==> config.mk <==
export PLATFORM = sky130hd
export DESIGN_NAME = pattern_gen_top
export DESIGN_NICKNAME = d
export VERILOG_FILES = /design/src/hdl/logic_hamr_pkg.sv /design/src/hdl/mem_rd_if.sv /design/src/hdl/pack_if.sv /design/src/hdl/channel_packer.sv /design/src/hdl/pattern_gen_top.sv /design/src/hdl/pattern_regs.sv /design/src/hdl/pattern_store.sv
export SDC_FILE = /design/constraint.sdc
export NUM_CORES = 2
export LEC_CHECK = 0
export BUFFER_PORTS_ARGS = -buffer_cell sky130_fd_sc_hd__buf_2
export CELL_PAD_IN_SITES_DETAIL_PLACEMENT = 1
export CELL_PAD_IN_SITES_GLOBAL_PLACEMENT = 1
export CORE_MARGIN = 10
export CORE_UTILIZATION = 56
export CTS_CLUSTER_SIZE = 20
export DETAILED_ROUTE_END_ITERATION = 6
export GPL_TIMING_DRIVEN = 0
export PLACE_DENSITY_LB_ADDON = 0.25
export SYNTH_ARGS = -nofsm -noshare
export SYNTH_HDL_FRONTEND = slang
export SYNTH_SLANG_ARGS = --single-unit
==> constraint.sdc <==
create_clock -name clk -period 24.3 [get_ports clk]
set_input_delay 1.215 -clock clk [delete_from_list [all_inputs] [get_ports clk]]
set_output_delay 1.215 -clock clk [all_outputs]
set_load 0.02 [all_outputs]
==> src/hdl/logic_hamr_pkg.sv <==
// Shared constants and types for the HIRES pattern generator
// Linear addresses are 9 bits wide, so channels times bytes must stay below 512
package logic_hamr_pkg;

    // ==================================================
    // Types
    // ==================================================

    // Seven pixels, bit 0 shown first
    typedef logic [6:0] hires_byte_t;
    // Pixels per square-wave sample
    typedef logic [3:0] stretch_t;
    // Channel times bytes per channel plus byte index
    typedef logic [8:0] lin_addr_t;

    // ==================================================
    // Geometry
    // ==================================================

    localparam int NUM_CHANNELS      = 8;
    localparam int BYTES_PER_CHANNEL = 38;
    localparam int PIXELS_PER_BYTE   = 7;
    localparam stretch_t DEFAULT_STRETCH = 4'd3;

    // ==================================================
    // Register map and command codes
    // ==================================================

    localparam logic [3:0] REG_CHANNEL = 4'h0;
    localparam logic [3:0] REG_ADDR    = 4'h1;
    localparam logic [3:0] REG_DATA    = 4'h2;
    localparam logic [3:0] REG_CMD     = 4'h3;
    localparam logic [3:0] REG_STATUS  = 4'h4;
    localparam logic [3:0] REG_STRETCH = 4'h5;

    localparam logic [7:0] CMD_READ_BYTE  = 8'h02;
    localparam logic [7:0] CMD_REGENERATE = 8'h10;

endpackage

==> src/hdl/mem_rd_if.sv <==
// Single-byte read port into the pattern memory
// rd_valid follows rd_req by exactly one cycle
`timescale 1ns/10ps

interface mem_rd_if;

    logic                      rd_req;
    logic_hamr_pkg::lin_addr_t rd_addr;
    logic [7:0]                rd_data;
    logic                      rd_valid;

    modport requester (
        output rd_req,
        output rd_addr,
        input  rd_data,
        input  rd_valid
    );

    modport memory (
        input  rd_req,
        input  rd_addr,
        output rd_data,
        output rd_valid
    );

endinterface

==> src/hdl/pack_if.sv <==
// One packer to store byte channel
// byte_valid holds with stable byte_data until a cycle with byte_take high
`timescale 1ns/10ps

interface pack_if;

    // Packed pixels, bit 7 is added by the store
    logic_hamr_pkg::hires_byte_t byte_data;
    logic                        byte_valid;
    // Transfer completes in any cycle with valid and take both high
    logic                        byte_take;
    // Last byte of the channel taken
    logic                        chan_done;

    modport packer (
        output byte_data,
        output byte_valid,
        output chan_done,
        input  byte_take
    );

    modport store (
        input  byte_data,
        input  byte_valid,
        input  chan_done,
        output byte_take
    );

endinterface

==> src/hdl/channel_packer.sv <==
// Square-wave packer for one channel, one pixel per clock
// Stretch is sampled at gen_start and held for the whole run
`timescale 1ns/10ps

module channel_packer #(
    parameter bit START_HIGH = 1'b0
) (
    input  logic                     clk,
    input  logic                     rst_n,
    input  logic                     gen_start,
    input  logic_hamr_pkg::stretch_t stretch,
    pack_if.packer                   pk
);

    localparam int         SHIFT_W   = logic_hamr_pkg::PIXELS_PER_BYTE - 1;
    localparam logic [2:0] LAST_PIX  = 3'(logic_hamr_pkg::PIXELS_PER_BYTE - 1);
    localparam logic [5:0] LAST_BYTE = 6'(logic_hamr_pkg::BYTES_PER_CHANNEL - 1);

    logic                        running;
    logic                        phase;
    logic                        valid_q;
    logic                        done_q;
    logic_hamr_pkg::stretch_t    run_cnt;
    logic_hamr_pkg::stretch_t    stretch_q;
    logic [2:0]                  pix_cnt;
    logic [5:0]                  byte_cnt;
    logic [SHIFT_W-1:0]          shift_q;
    logic_hamr_pkg::hires_byte_t data_q;
    logic                        advance;

    // Stall while an untaken byte is pending
    assign advance = running && !(valid_q && !pk.byte_take);

    always_ff @(posedge clk or negedge rst_n) begin
        if (!rst_n) begin
            running  <= 1'b0;
            phase    <= START_HIGH;
            run_cnt  <= '0;
            pix_cnt  <= '0;
            byte_cnt <= '0;
            valid_q  <= 1'b0;
            done_q   <= 1'b0;
        end else if (gen_start) begin
            running  <= 1'b1;
            phase    <= START_HIGH;
            run_cnt  <= '0;
            pix_cnt  <= '0;
            byte_cnt <= '0;
            valid_q  <= 1'b0;
            done_q   <= 1'b0;
        end else begin
            if (valid_q && pk.byte_take) begin
                valid_q <= 1'b0;
                // Only the final byte can be pending once stopped
                if (!running) begin
                    done_q <= 1'b1;
                end
            end
            if (advance) begin
                if (run_cnt == stretch_q - 4'd1) begin
                    run_cnt <= '0;
                    phase   <= ~phase;
                end else begin
                    run_cnt <= run_cnt + 4'd1;
                end
                if (pix_cnt == LAST_PIX) begin
                    pix_cnt  <= '0;
                    valid_q  <= 1'b1;
                    byte_cnt <= byte_cnt + 6'd1;
                    if (byte_cnt == LAST_BYTE) begin
                        running <= 1'b0;
                    end
                end else begin
                    pix_cnt <= pix_cnt + 3'd1;
                end
            end
        end
    end

    // Pixel shift register and byte output
    always_ff @(posedge clk) begin
        if (gen_start) begin
            shift_q   <= '0;
            stretch_q <= stretch;
        end else if (advance) begin
            // Earliest pixel drifts down to bit 0
            shift_q <= {phase, shift_q[SHIFT_W-1:1]};
            if (pix_cnt == LAST_PIX) begin
                data_q <= {phase, shift_q};
            end
        end
    end

    assign pk.byte_data  = data_q;
    assign pk.byte_valid = valid_q;
    assign pk.chan_done  = done_q;

endmodule

==> src/hdl/pattern_gen_top.sv <==
// HIRES square-wave pattern generator top level
// Host side is a plain one-cycle write strobe with a combinational read mux
`timescale 1ns/10ps

module pattern_gen_top #(
    parameter int NUM_CHANNELS      = logic_hamr_pkg::NUM_CHANNELS,
    parameter int BYTES_PER_CHANNEL = logic_hamr_pkg::BYTES_PER_CHANNEL
) (
    input  logic       clk,
    input  logic       rst_n,
    input  logic       bus_wr,
    input  logic [3:0] bus_addr,
    input  logic [7:0] bus_wdata,
    output logic [7:0] bus_rdata,
    output logic       ready,
    output logic       loading,
    output logic       busy
);

    logic                     gen_start;
    logic_hamr_pkg::stretch_t stretch;
    logic                     all_done;

    pack_if   pk_bus [NUM_CHANNELS] ();
    mem_rd_if rd_bus ();

    // ==================================================
    // Register block
    // ==================================================

    pattern_regs #(
        .NUM_CHANNELS      (NUM_CHANNELS),
        .BYTES_PER_CHANNEL (BYTES_PER_CHANNEL)
    ) regs_i (
        .clk       (clk),
        .rst_n     (rst_n),
        .bus_wr    (bus_wr),
        .bus_addr  (bus_addr),
        .bus_wdata (bus_wdata),
        .bus_rdata (bus_rdata),
        .ready     (ready),
        .loading   (loading),
        .busy      (busy),
        .gen_start (gen_start),
        .stretch   (stretch),
        .all_done  (all_done),
        .rd        (rd_bus)
    );

    // Odd channels start high
    for (genvar i = 0; i < NUM_CHANNELS; i++) begin : g_pack
        channel_packer #(
            .START_HIGH (1'(i % 2))
        ) packer_i (
            .clk       (clk),
            .rst_n     (rst_n),
            .gen_start (gen_start),
            .stretch   (stretch),
            .pk        (pk_bus[i])
        );
    end

    pattern_store #(
        .NUM_CHANNELS      (NUM_CHANNELS),
        .BYTES_PER_CHANNEL (BYTES_PER_CHANNEL)
    ) store_i (
        .clk       (clk),
        .rst_n     (rst_n),
        .gen_start (gen_start),
        .all_done  (all_done),
        .pk        (pk_bus),
        .rd        (rd_bus)
    );

endmodule

==> src/hdl/pattern_regs.sv <==
// Host registers, command decode and status
// Commands are dropped while busy; a read byte also needs ready
// ADDR is not range checked against the channel length
`timescale 1ns/10ps

module pattern_regs #(
    parameter int NUM_CHANNELS      = logic_hamr_pkg::NUM_CHANNELS,
    parameter int BYTES_PER_CHANNEL = logic_hamr_pkg::BYTES_PER_CHANNEL
) (
    input  logic                         clk,
    input  logic                         rst_n,
    input  logic                         bus_wr,
    input  logic [3:0]                   bus_addr,
    input  logic [7:0]                   bus_wdata,
    output logic [7:0]                   bus_rdata,
    output logic                         ready,
    output logic                         loading,
    output logic                         busy,
    output logic                         gen_start,
    output logic_hamr_pkg::stretch_t     stretch,
    input  logic                         all_done,
    mem_rd_if.requester                  rd
);

    localparam int CH_W  = (NUM_CHANNELS > 1) ? $clog2(NUM_CHANNELS) : 1;
    localparam int IDX_W = (BYTES_PER_CHANNEL > 1) ? $clog2(BYTES_PER_CHANNEL) : 1;

    logic [7:0]                chan_q;
    logic [7:0]                addr_q;
    logic [7:0]                data_q;
    logic_hamr_pkg::stretch_t  stretch_q;
    logic                      busy_q;
    logic                      loading_q;
    logic                      ready_q;
    logic                      start_q;
    logic                      req_q;
    logic_hamr_pkg::lin_addr_t req_addr_q;
    logic_hamr_pkg::lin_addr_t lin_addr;
    logic                      cmd_wr;
    logic                      do_read;
    logic                      do_regen;
    logic                      gen_end;

    // ==================================================
    // Command decode
    // ==================================================

    assign cmd_wr   = bus_wr && (bus_addr == logic_hamr_pkg::REG_CMD) && !busy_q;
    assign do_read  = cmd_wr && (bus_wdata == logic_hamr_pkg::CMD_READ_BYTE) && ready_q;
    assign do_regen = cmd_wr && (bus_wdata == logic_hamr_pkg::CMD_REGENERATE);
    // all_done from the previous run is still up while start is pending
    assign gen_end  = loading_q && all_done && !start_q;

    assign lin_addr = logic_hamr_pkg::lin_addr_t'(int'(chan_q[CH_W-1:0]) * BYTES_PER_CHANNEL
                                                  + int'(addr_q[IDX_W-1:0]));

    // Host visible registers
    always_ff @(posedge clk or negedge rst_n) begin
        if (!rst_n) begin
            chan_q    <= 8'h00;
            addr_q    <= 8'h00;
            data_q    <= 8'hFF;
            stretch_q <= logic_hamr_pkg::DEFAULT_STRETCH;
        end else begin
            if (bus_wr && bus_addr == logic_hamr_pkg::REG_CHANNEL) begin
                chan_q <= bus_wdata;
            end
            if (bus_wr && bus_addr == logic_hamr_pkg::REG_ADDR) begin
                addr_q <= bus_wdata;
            end
            // Zero stretch would never toggle, so it becomes 1
            if (bus_wr && bus_addr == logic_hamr_pkg::REG_STRETCH) begin
                stretch_q <= (bus_wdata[3:0] == 4'h0) ? 4'h1 : bus_wdata[3:0];
            end
            if (rd.rd_valid) begin
                data_q <= rd.rd_data;
            end
        end
    end

    // ==================================================
    // Busy, loading and ready tracking
    // ==================================================

    // First generation fires straight out of reset
    always_ff @(posedge clk or negedge rst_n) begin
        if (!rst_n) begin
            busy_q    <= 1'b1;
            loading_q <= 1'b1;
            ready_q   <= 1'b0;
            start_q   <= 1'b1;
            req_q     <= 1'b0;
        end else begin
            start_q <= do_regen;
            req_q   <= do_read;
            if (do_regen) begin
                busy_q    <= 1'b1;
                loading_q <= 1'b1;
                ready_q   <= 1'b0;
            end else if (do_read) begin
                busy_q <= 1'b1;
            end else if (gen_end) begin
                loading_q <= 1'b0;
                ready_q   <= 1'b1;
                busy_q    <= 1'b0;
            end else if (rd.rd_valid) begin
                busy_q <= 1'b0;
            end
        end
    end

    // Address held with the request pulse
    always_ff @(posedge clk) begin
        if (do_read) begin
            req_addr_q <= lin_addr;
        end
    end

    assign rd.rd_req  = req_q;
    assign rd.rd_addr = req_addr_q;
    assign gen_start  = start_q;
    assign stretch    = stretch_q;
    assign busy       = busy_q;
    assign loading    = loading_q;
    assign ready      = ready_q;

    // Read mux
    always_comb begin
        case (bus_addr)
            logic_hamr_pkg::REG_CHANNEL: bus_rdata = chan_q;
            logic_hamr_pkg::REG_ADDR:    bus_rdata = addr_q;
            logic_hamr_pkg::REG_DATA:    bus_rdata = data_q;
            logic_hamr_pkg::REG_CMD:     bus_rdata = 8'h00;
            logic_hamr_pkg::REG_STATUS:  bus_rdata = {6'b0, ready_q, busy_q};
            logic_hamr_pkg::REG_STRETCH: bus_rdata = {4'h0, stretch_q};
            default:                     bus_rdata = 8'hFF;
        endcase
    end

endmodule

==> src/hdl/pattern_store.sv <==
// Round-robin drain of the packers into on-chip pattern memory
// One byte written per cycle; reads return on the following cycle
`timescale 1ns/10ps

module pattern_store #(
    parameter int NUM_CHANNELS      = logic_hamr_pkg::NUM_CHANNELS,
    parameter int BYTES_PER_CHANNEL = logic_hamr_pkg::BYTES_PER_CHANNEL
) (
    input  logic      clk,
    input  logic      rst_n,
    input  logic      gen_start,
    output logic      all_done,
    pack_if.store     pk [NUM_CHANNELS],
    mem_rd_if.memory  rd
);

    localparam int CH_W  = (NUM_CHANNELS > 1) ? $clog2(NUM_CHANNELS) : 1;
    localparam int IDX_W = (BYTES_PER_CHANNEL > 1) ? $clog2(BYTES_PER_CHANNEL) : 1;
    localparam int DEPTH = NUM_CHANNELS * BYTES_PER_CHANNEL;

    logic [NUM_CHANNELS-1:0]     valid_vec;
    logic [NUM_CHANNELS-1:0]     done_vec;
    logic [NUM_CHANNELS-1:0]     take_vec;
    logic_hamr_pkg::hires_byte_t data_arr [NUM_CHANNELS];
    logic [IDX_W-1:0]            byte_idx [NUM_CHANNELS];
    logic [CH_W-1:0]             rr_ptr;
    logic [CH_W-1:0]             sel;
    logic                        grant;
    logic                        wr_en;
    logic_hamr_pkg::lin_addr_t   wr_addr;
    logic [7:0]                  mem [DEPTH];

    // Flatten the interface array
    for (genvar g = 0; g < NUM_CHANNELS; g++) begin : g_ch
        assign valid_vec[g]    = pk[g].byte_valid;
        assign done_vec[g]     = pk[g].chan_done;
        assign data_arr[g]     = pk[g].byte_data;
        assign pk[g].byte_take = take_vec[g];
    end

    // ==================================================
    // Arbiter
    // ==================================================

    // First valid channel at or after the pointer
    always_comb begin : arb
        int idx;
        grant = 1'b0;
        sel   = '0;
        for (int k = 0; k < NUM_CHANNELS; k++) begin
            idx = int'(rr_ptr) + k;
            if (idx >= NUM_CHANNELS) begin
                idx = idx - NUM_CHANNELS;
            end
            if (!grant && valid_vec[idx]) begin
                grant = 1'b1;
                sel   = CH_W'(idx);
            end
        end
    end

    // Nothing is taken while a restart is loading the packers
    assign wr_en   = grant && !gen_start;
    assign wr_addr = logic_hamr_pkg::lin_addr_t'(int'(sel) * BYTES_PER_CHANNEL
                                                 + int'(byte_idx[sel]));

    always_comb begin
        take_vec = '0;
        take_vec[sel] = wr_en;
    end

    always_ff @(posedge clk or negedge rst_n) begin
        if (!rst_n) begin
            rr_ptr      <= '0;
            all_done    <= 1'b0;
            rd.rd_valid <= 1'b0;
            for (int c = 0; c < NUM_CHANNELS; c++) begin
                byte_idx[c] <= '0;
            end
        end else begin
            rd.rd_valid <= rd.rd_req;
            all_done    <= gen_start ? 1'b0 : &done_vec;
            if (gen_start) begin
                for (int c = 0; c < NUM_CHANNELS; c++) begin
                    byte_idx[c] <= '0;
                end
            end else if (wr_en) begin
                byte_idx[sel] <= byte_idx[sel] + 1'b1;
                rr_ptr <= (int'(sel) == NUM_CHANNELS - 1) ? '0 : sel + 1'b1;
            end
        end
    end

    // Memory write with bit 7 cleared, and the read port
    always_ff @(posedge clk) begin
        if (wr_en) begin
            mem[wr_addr] <= {1'b0, data_arr[sel]};
        end
        if (rd.rd_req) begin
            rd.rd_data <= mem[rd.rd_addr];
        end
    end

endmodule

==> metrics.txt <==
status=finished with violations; failing checks=design-rule violations; Leakage=33.7 nW; reg2reg setup slack=14,750 ps; TritonCTS Buffers=238; GR Overflow Total=0; die height=442 um; # fillers=about 15,000; vias=55,405; I/O Pins=26; CP Class=register to register; WP data arrival=approximately 10,000 ps; element type at the critical path end=register; Synth Net Count=about 5,300; synth-to-layout area growth=13.3%; share of the synthesized area in the top cell type=66.5%; cell mode on critical path=ha_1; fin crit share=39.3%; Total Die Area=195,000 um2; largest net degree at the start of global routing=85; final WL=between 200 and 300 mm; Reg2Reg Launch Point=store_i.rr_ptr[0]$_DFFE_PN0P_; total power=between 0.008 and 0.009 W; Max-slew headroom=3.55%; final antenna-violating net count=0; hold crit path type=primary input to asynchronous set/reset pin; HPWL Detailed=196 mm; drt first pass iters=7; final worst slack=between 10,000 and 15,000 ps; Max stage delay cell, worst path=nor2_1; Final Critical Period=between 9000 and 10,000 ps; CTS max path bufs=3; Routed wire per std cell=about 37 um; Sinks on Clock Net=2,474; share of layout cells above drive strength 1=a little under a quarter; post-synth top area cell=edfxtp_1; Reg-to-Reg End=store_i.mem[73][0]$_DFFE_PP_; Synth Flop Type=edfxtp_1; first-pass GRT wire length=~430 mm; Clock Pin Slew Worst Setup and Hold Paths=~70 ps; Synth Warn #=0; TNS Setup=0 ps; Synth cell types=83; syn_area_per_cell=19.2 um2; Synth Instances=5,187; RSZ-0062 raised after global routing=false; crit path to=store_i.mem[73][0]$_DFFE_PP_; FMAX=roughly 100 MHz; endpoints failing setup=0; P per Cell Area=roughly 75 nW/um2; antenna violations before repair=22; Synth Cell Area=99,500 um2; async set-reset flop share out of synthesis=approximately 9.0%; CTS H-Tree Depth=4; GRT Resource Usage Total=between 30% and 40%; worst hold margin=around 310 ps; Die Wd=around 440 um; type of origin of the critical path=register; starting density of the core=between 50% and 60%; Worst Path Required=between 20,000 and 25,000 ps; Placeable Area=roughly 180,000 um2; clock skew=about 38 ps; DRT iter0 DRCs=around 8,200; Root Buffer Master=clkbuf_16; largest cells by area after synthesis=edfxtp_1 66%, mux4_2 16%, dfrtp_1 5.2%; number of global-route vias before repair=~57,000; most common cell after layout, fill and taps aside=edfxtp_1; register area=slightly above 70,000 um2; FF-to-FF path depth=25; post_cts resized=0; post-synthesis sequential area ratio=between 70% and 80%; Max Slew Vio Count=0; GP Congestion=0.858; final-report hold violation count=0; post-cts hold buffer count=0; Vias/cell=6.83; Peak VDD IR=between 0.06 and 0.07 mV; Setup Fix Bufs, Post-CTS=0; Yosys reg bits=2,474; NumNets Final=around 5,600; clk_lat worst skew=890 ps; # rows=154; Multi-input gate area=about 26,000 um2; Worst Setup SP=store_i.rr_ptr[0]$_DFFE_PN0P_; Max Cap Viol=0; worst slew pin tran=1450 ps; Post-synth EDFFs=around 2,200; Port Buf Inserts=23; Post-Place Setup Slack=between 15,000 and 20,000 ps; CTS tree=done; Crit Path Max Fanout=11; CP peak stage delay=710 ps; Post-route DRC=1; most frequent cells in the layout=2,204 x edfxtp_1, 710 x mux4_2, 429 x nor2_1
-- layout make-up --
cell class	count	share of cell area, %
clock buffer	283	5.50
tap	2340	2.60
inverter	63	0.213
buffer	296	1.08
antenna	5	0.0111
multi-input combinational	2354	22.6
sequential	2474	64.5
timing repair buffer	127	1.94
clock inverter	165	1.57
-- where the power goes --
group          internal [W]   total, W  leakage [nW]  switching, W
combinational     0.0000413  0.0000909          8.76     0.0000496
clock               0.00214    0.00381          3.85       0.00167
sequential          0.00459    0.00461          21.1     0.0000226
-- cells in the mapped netlist (13+ instances only) --
cell and count:
a21o_1 20, a21oi_1 145, a32oi_1 13, and3_1 37, buf_1 65, buf_2 41, clkbuf_1 183, dfrtp_1 205
dfstp_2 17, dfxtp_1 48, edfxtp_1 2204, ha_1 50, inv_1 61, mux2_2 43, mux2i_1 19, mux4_2 710
nand2_1 334, nand3_1 64, nand3b_1 19, nand4_1 37, nor2_1 429, nor3_1 16, o2111ai_1 18, o211ai_1 17
o21ai_0 82, xnor2_1 27, xor2_1 69
-- critical path: cells and delay by family, from the launching register on --
family / cells / cell delay (ps)
compound gates: 6 / 2080
buf+inv: 8 / 2480
mux: 1 / 630
simple gates: 4 / 1780
flops: 1 / 350
fa+ha+maj: 5 / 1630
xor+xnor: 1 / 180
-- logic make-up (layout without fill, tap and decap cells) --
logic type	Yosys count	in the layout	synth area share [%]
AO/OA/AOI/OAI	403	403	2.63
AND/OR/NAND/NOR	1028	1028	4.56
adder cells (fa/ha/maj)	52	52	0.669
other	0	5	0
multiplexers	773	773	16.8
flip-flops	2474	2474	73.1
buffers and inverters	359	934	1.45
XOR/XNOR	98	98	0.877
-- state kept, by name, summed over array words and instances, names as in the netlist, 9 cells and up --
name                          count
g_pack.packer_i.byte_cnt         48
g_pack.packer_i.pix_cnt          24
g_pack.packer_i.pk.byte_data     56
g_pack.packer_i.run_cnt          32
g_pack.packer_i.shift_q          48
regs_i.rd.rd_addr                 9
store_i.byte_idx                 48
store_i.mem                    2128
-- worst min path at each step --
| stage | cells after the start | to | startpoint |
|---|---|---|---|
| 4_1_cts | 1 | g_pack[1].packer_i.byte_cnt[2]$_DFFE_PN0P_ | rst_n |
| 5_1_grt | 1 | g_pack[1].packer_i.byte_cnt[3]$_DFFE_PN0P_ | rst_n |
| 2_1_floorplan | 0 | g_pack[0].packer_i.pk.byte_data[0]$_DFFE_PP_ | g_pack[0].packer_i.shift_q[0]$_SDFFE_PP0P_ |
| 6_report | 1 | g_pack[1].packer_i.byte_cnt[2]$_DFFE_PN0P_ | rst_n |
| 3_3_place_gp | 0 | g_pack[0].packer_i.pk.byte_data[0]$_DFFE_PP_ | g_pack[0].packer_i.shift_q[0]$_SDFFE_PP0P_ |
| 3_5_place_dp | 0 | g_pack[3].packer_i.pk.byte_data[0]$_DFFE_PP_ | g_pack[3].packer_i.shift_q[0]$_SDFFE_PP0P_ |
-- metal layers --
layer	GRT usage (%)	wire length, um
met5	0	164
met4	10.9	12600
met3	7.46	32000
met2	48.6	144000
met1	40.4	108000
-- per-stage QoR --
stage | cell area (um2) | util (%) | instances
floorplan | 99500 | - | 5187
global placement | 103000 | 58.1 | 7550
detailed placement | 105000 | 59.4 | 7654
CTS | 113000 | 63.9 | 8102
global route | 113000 | 63.9 | 8103
finish | 113000 | 63.9 | 8107
Note: power is estimated with default switching activity, not from simulation.
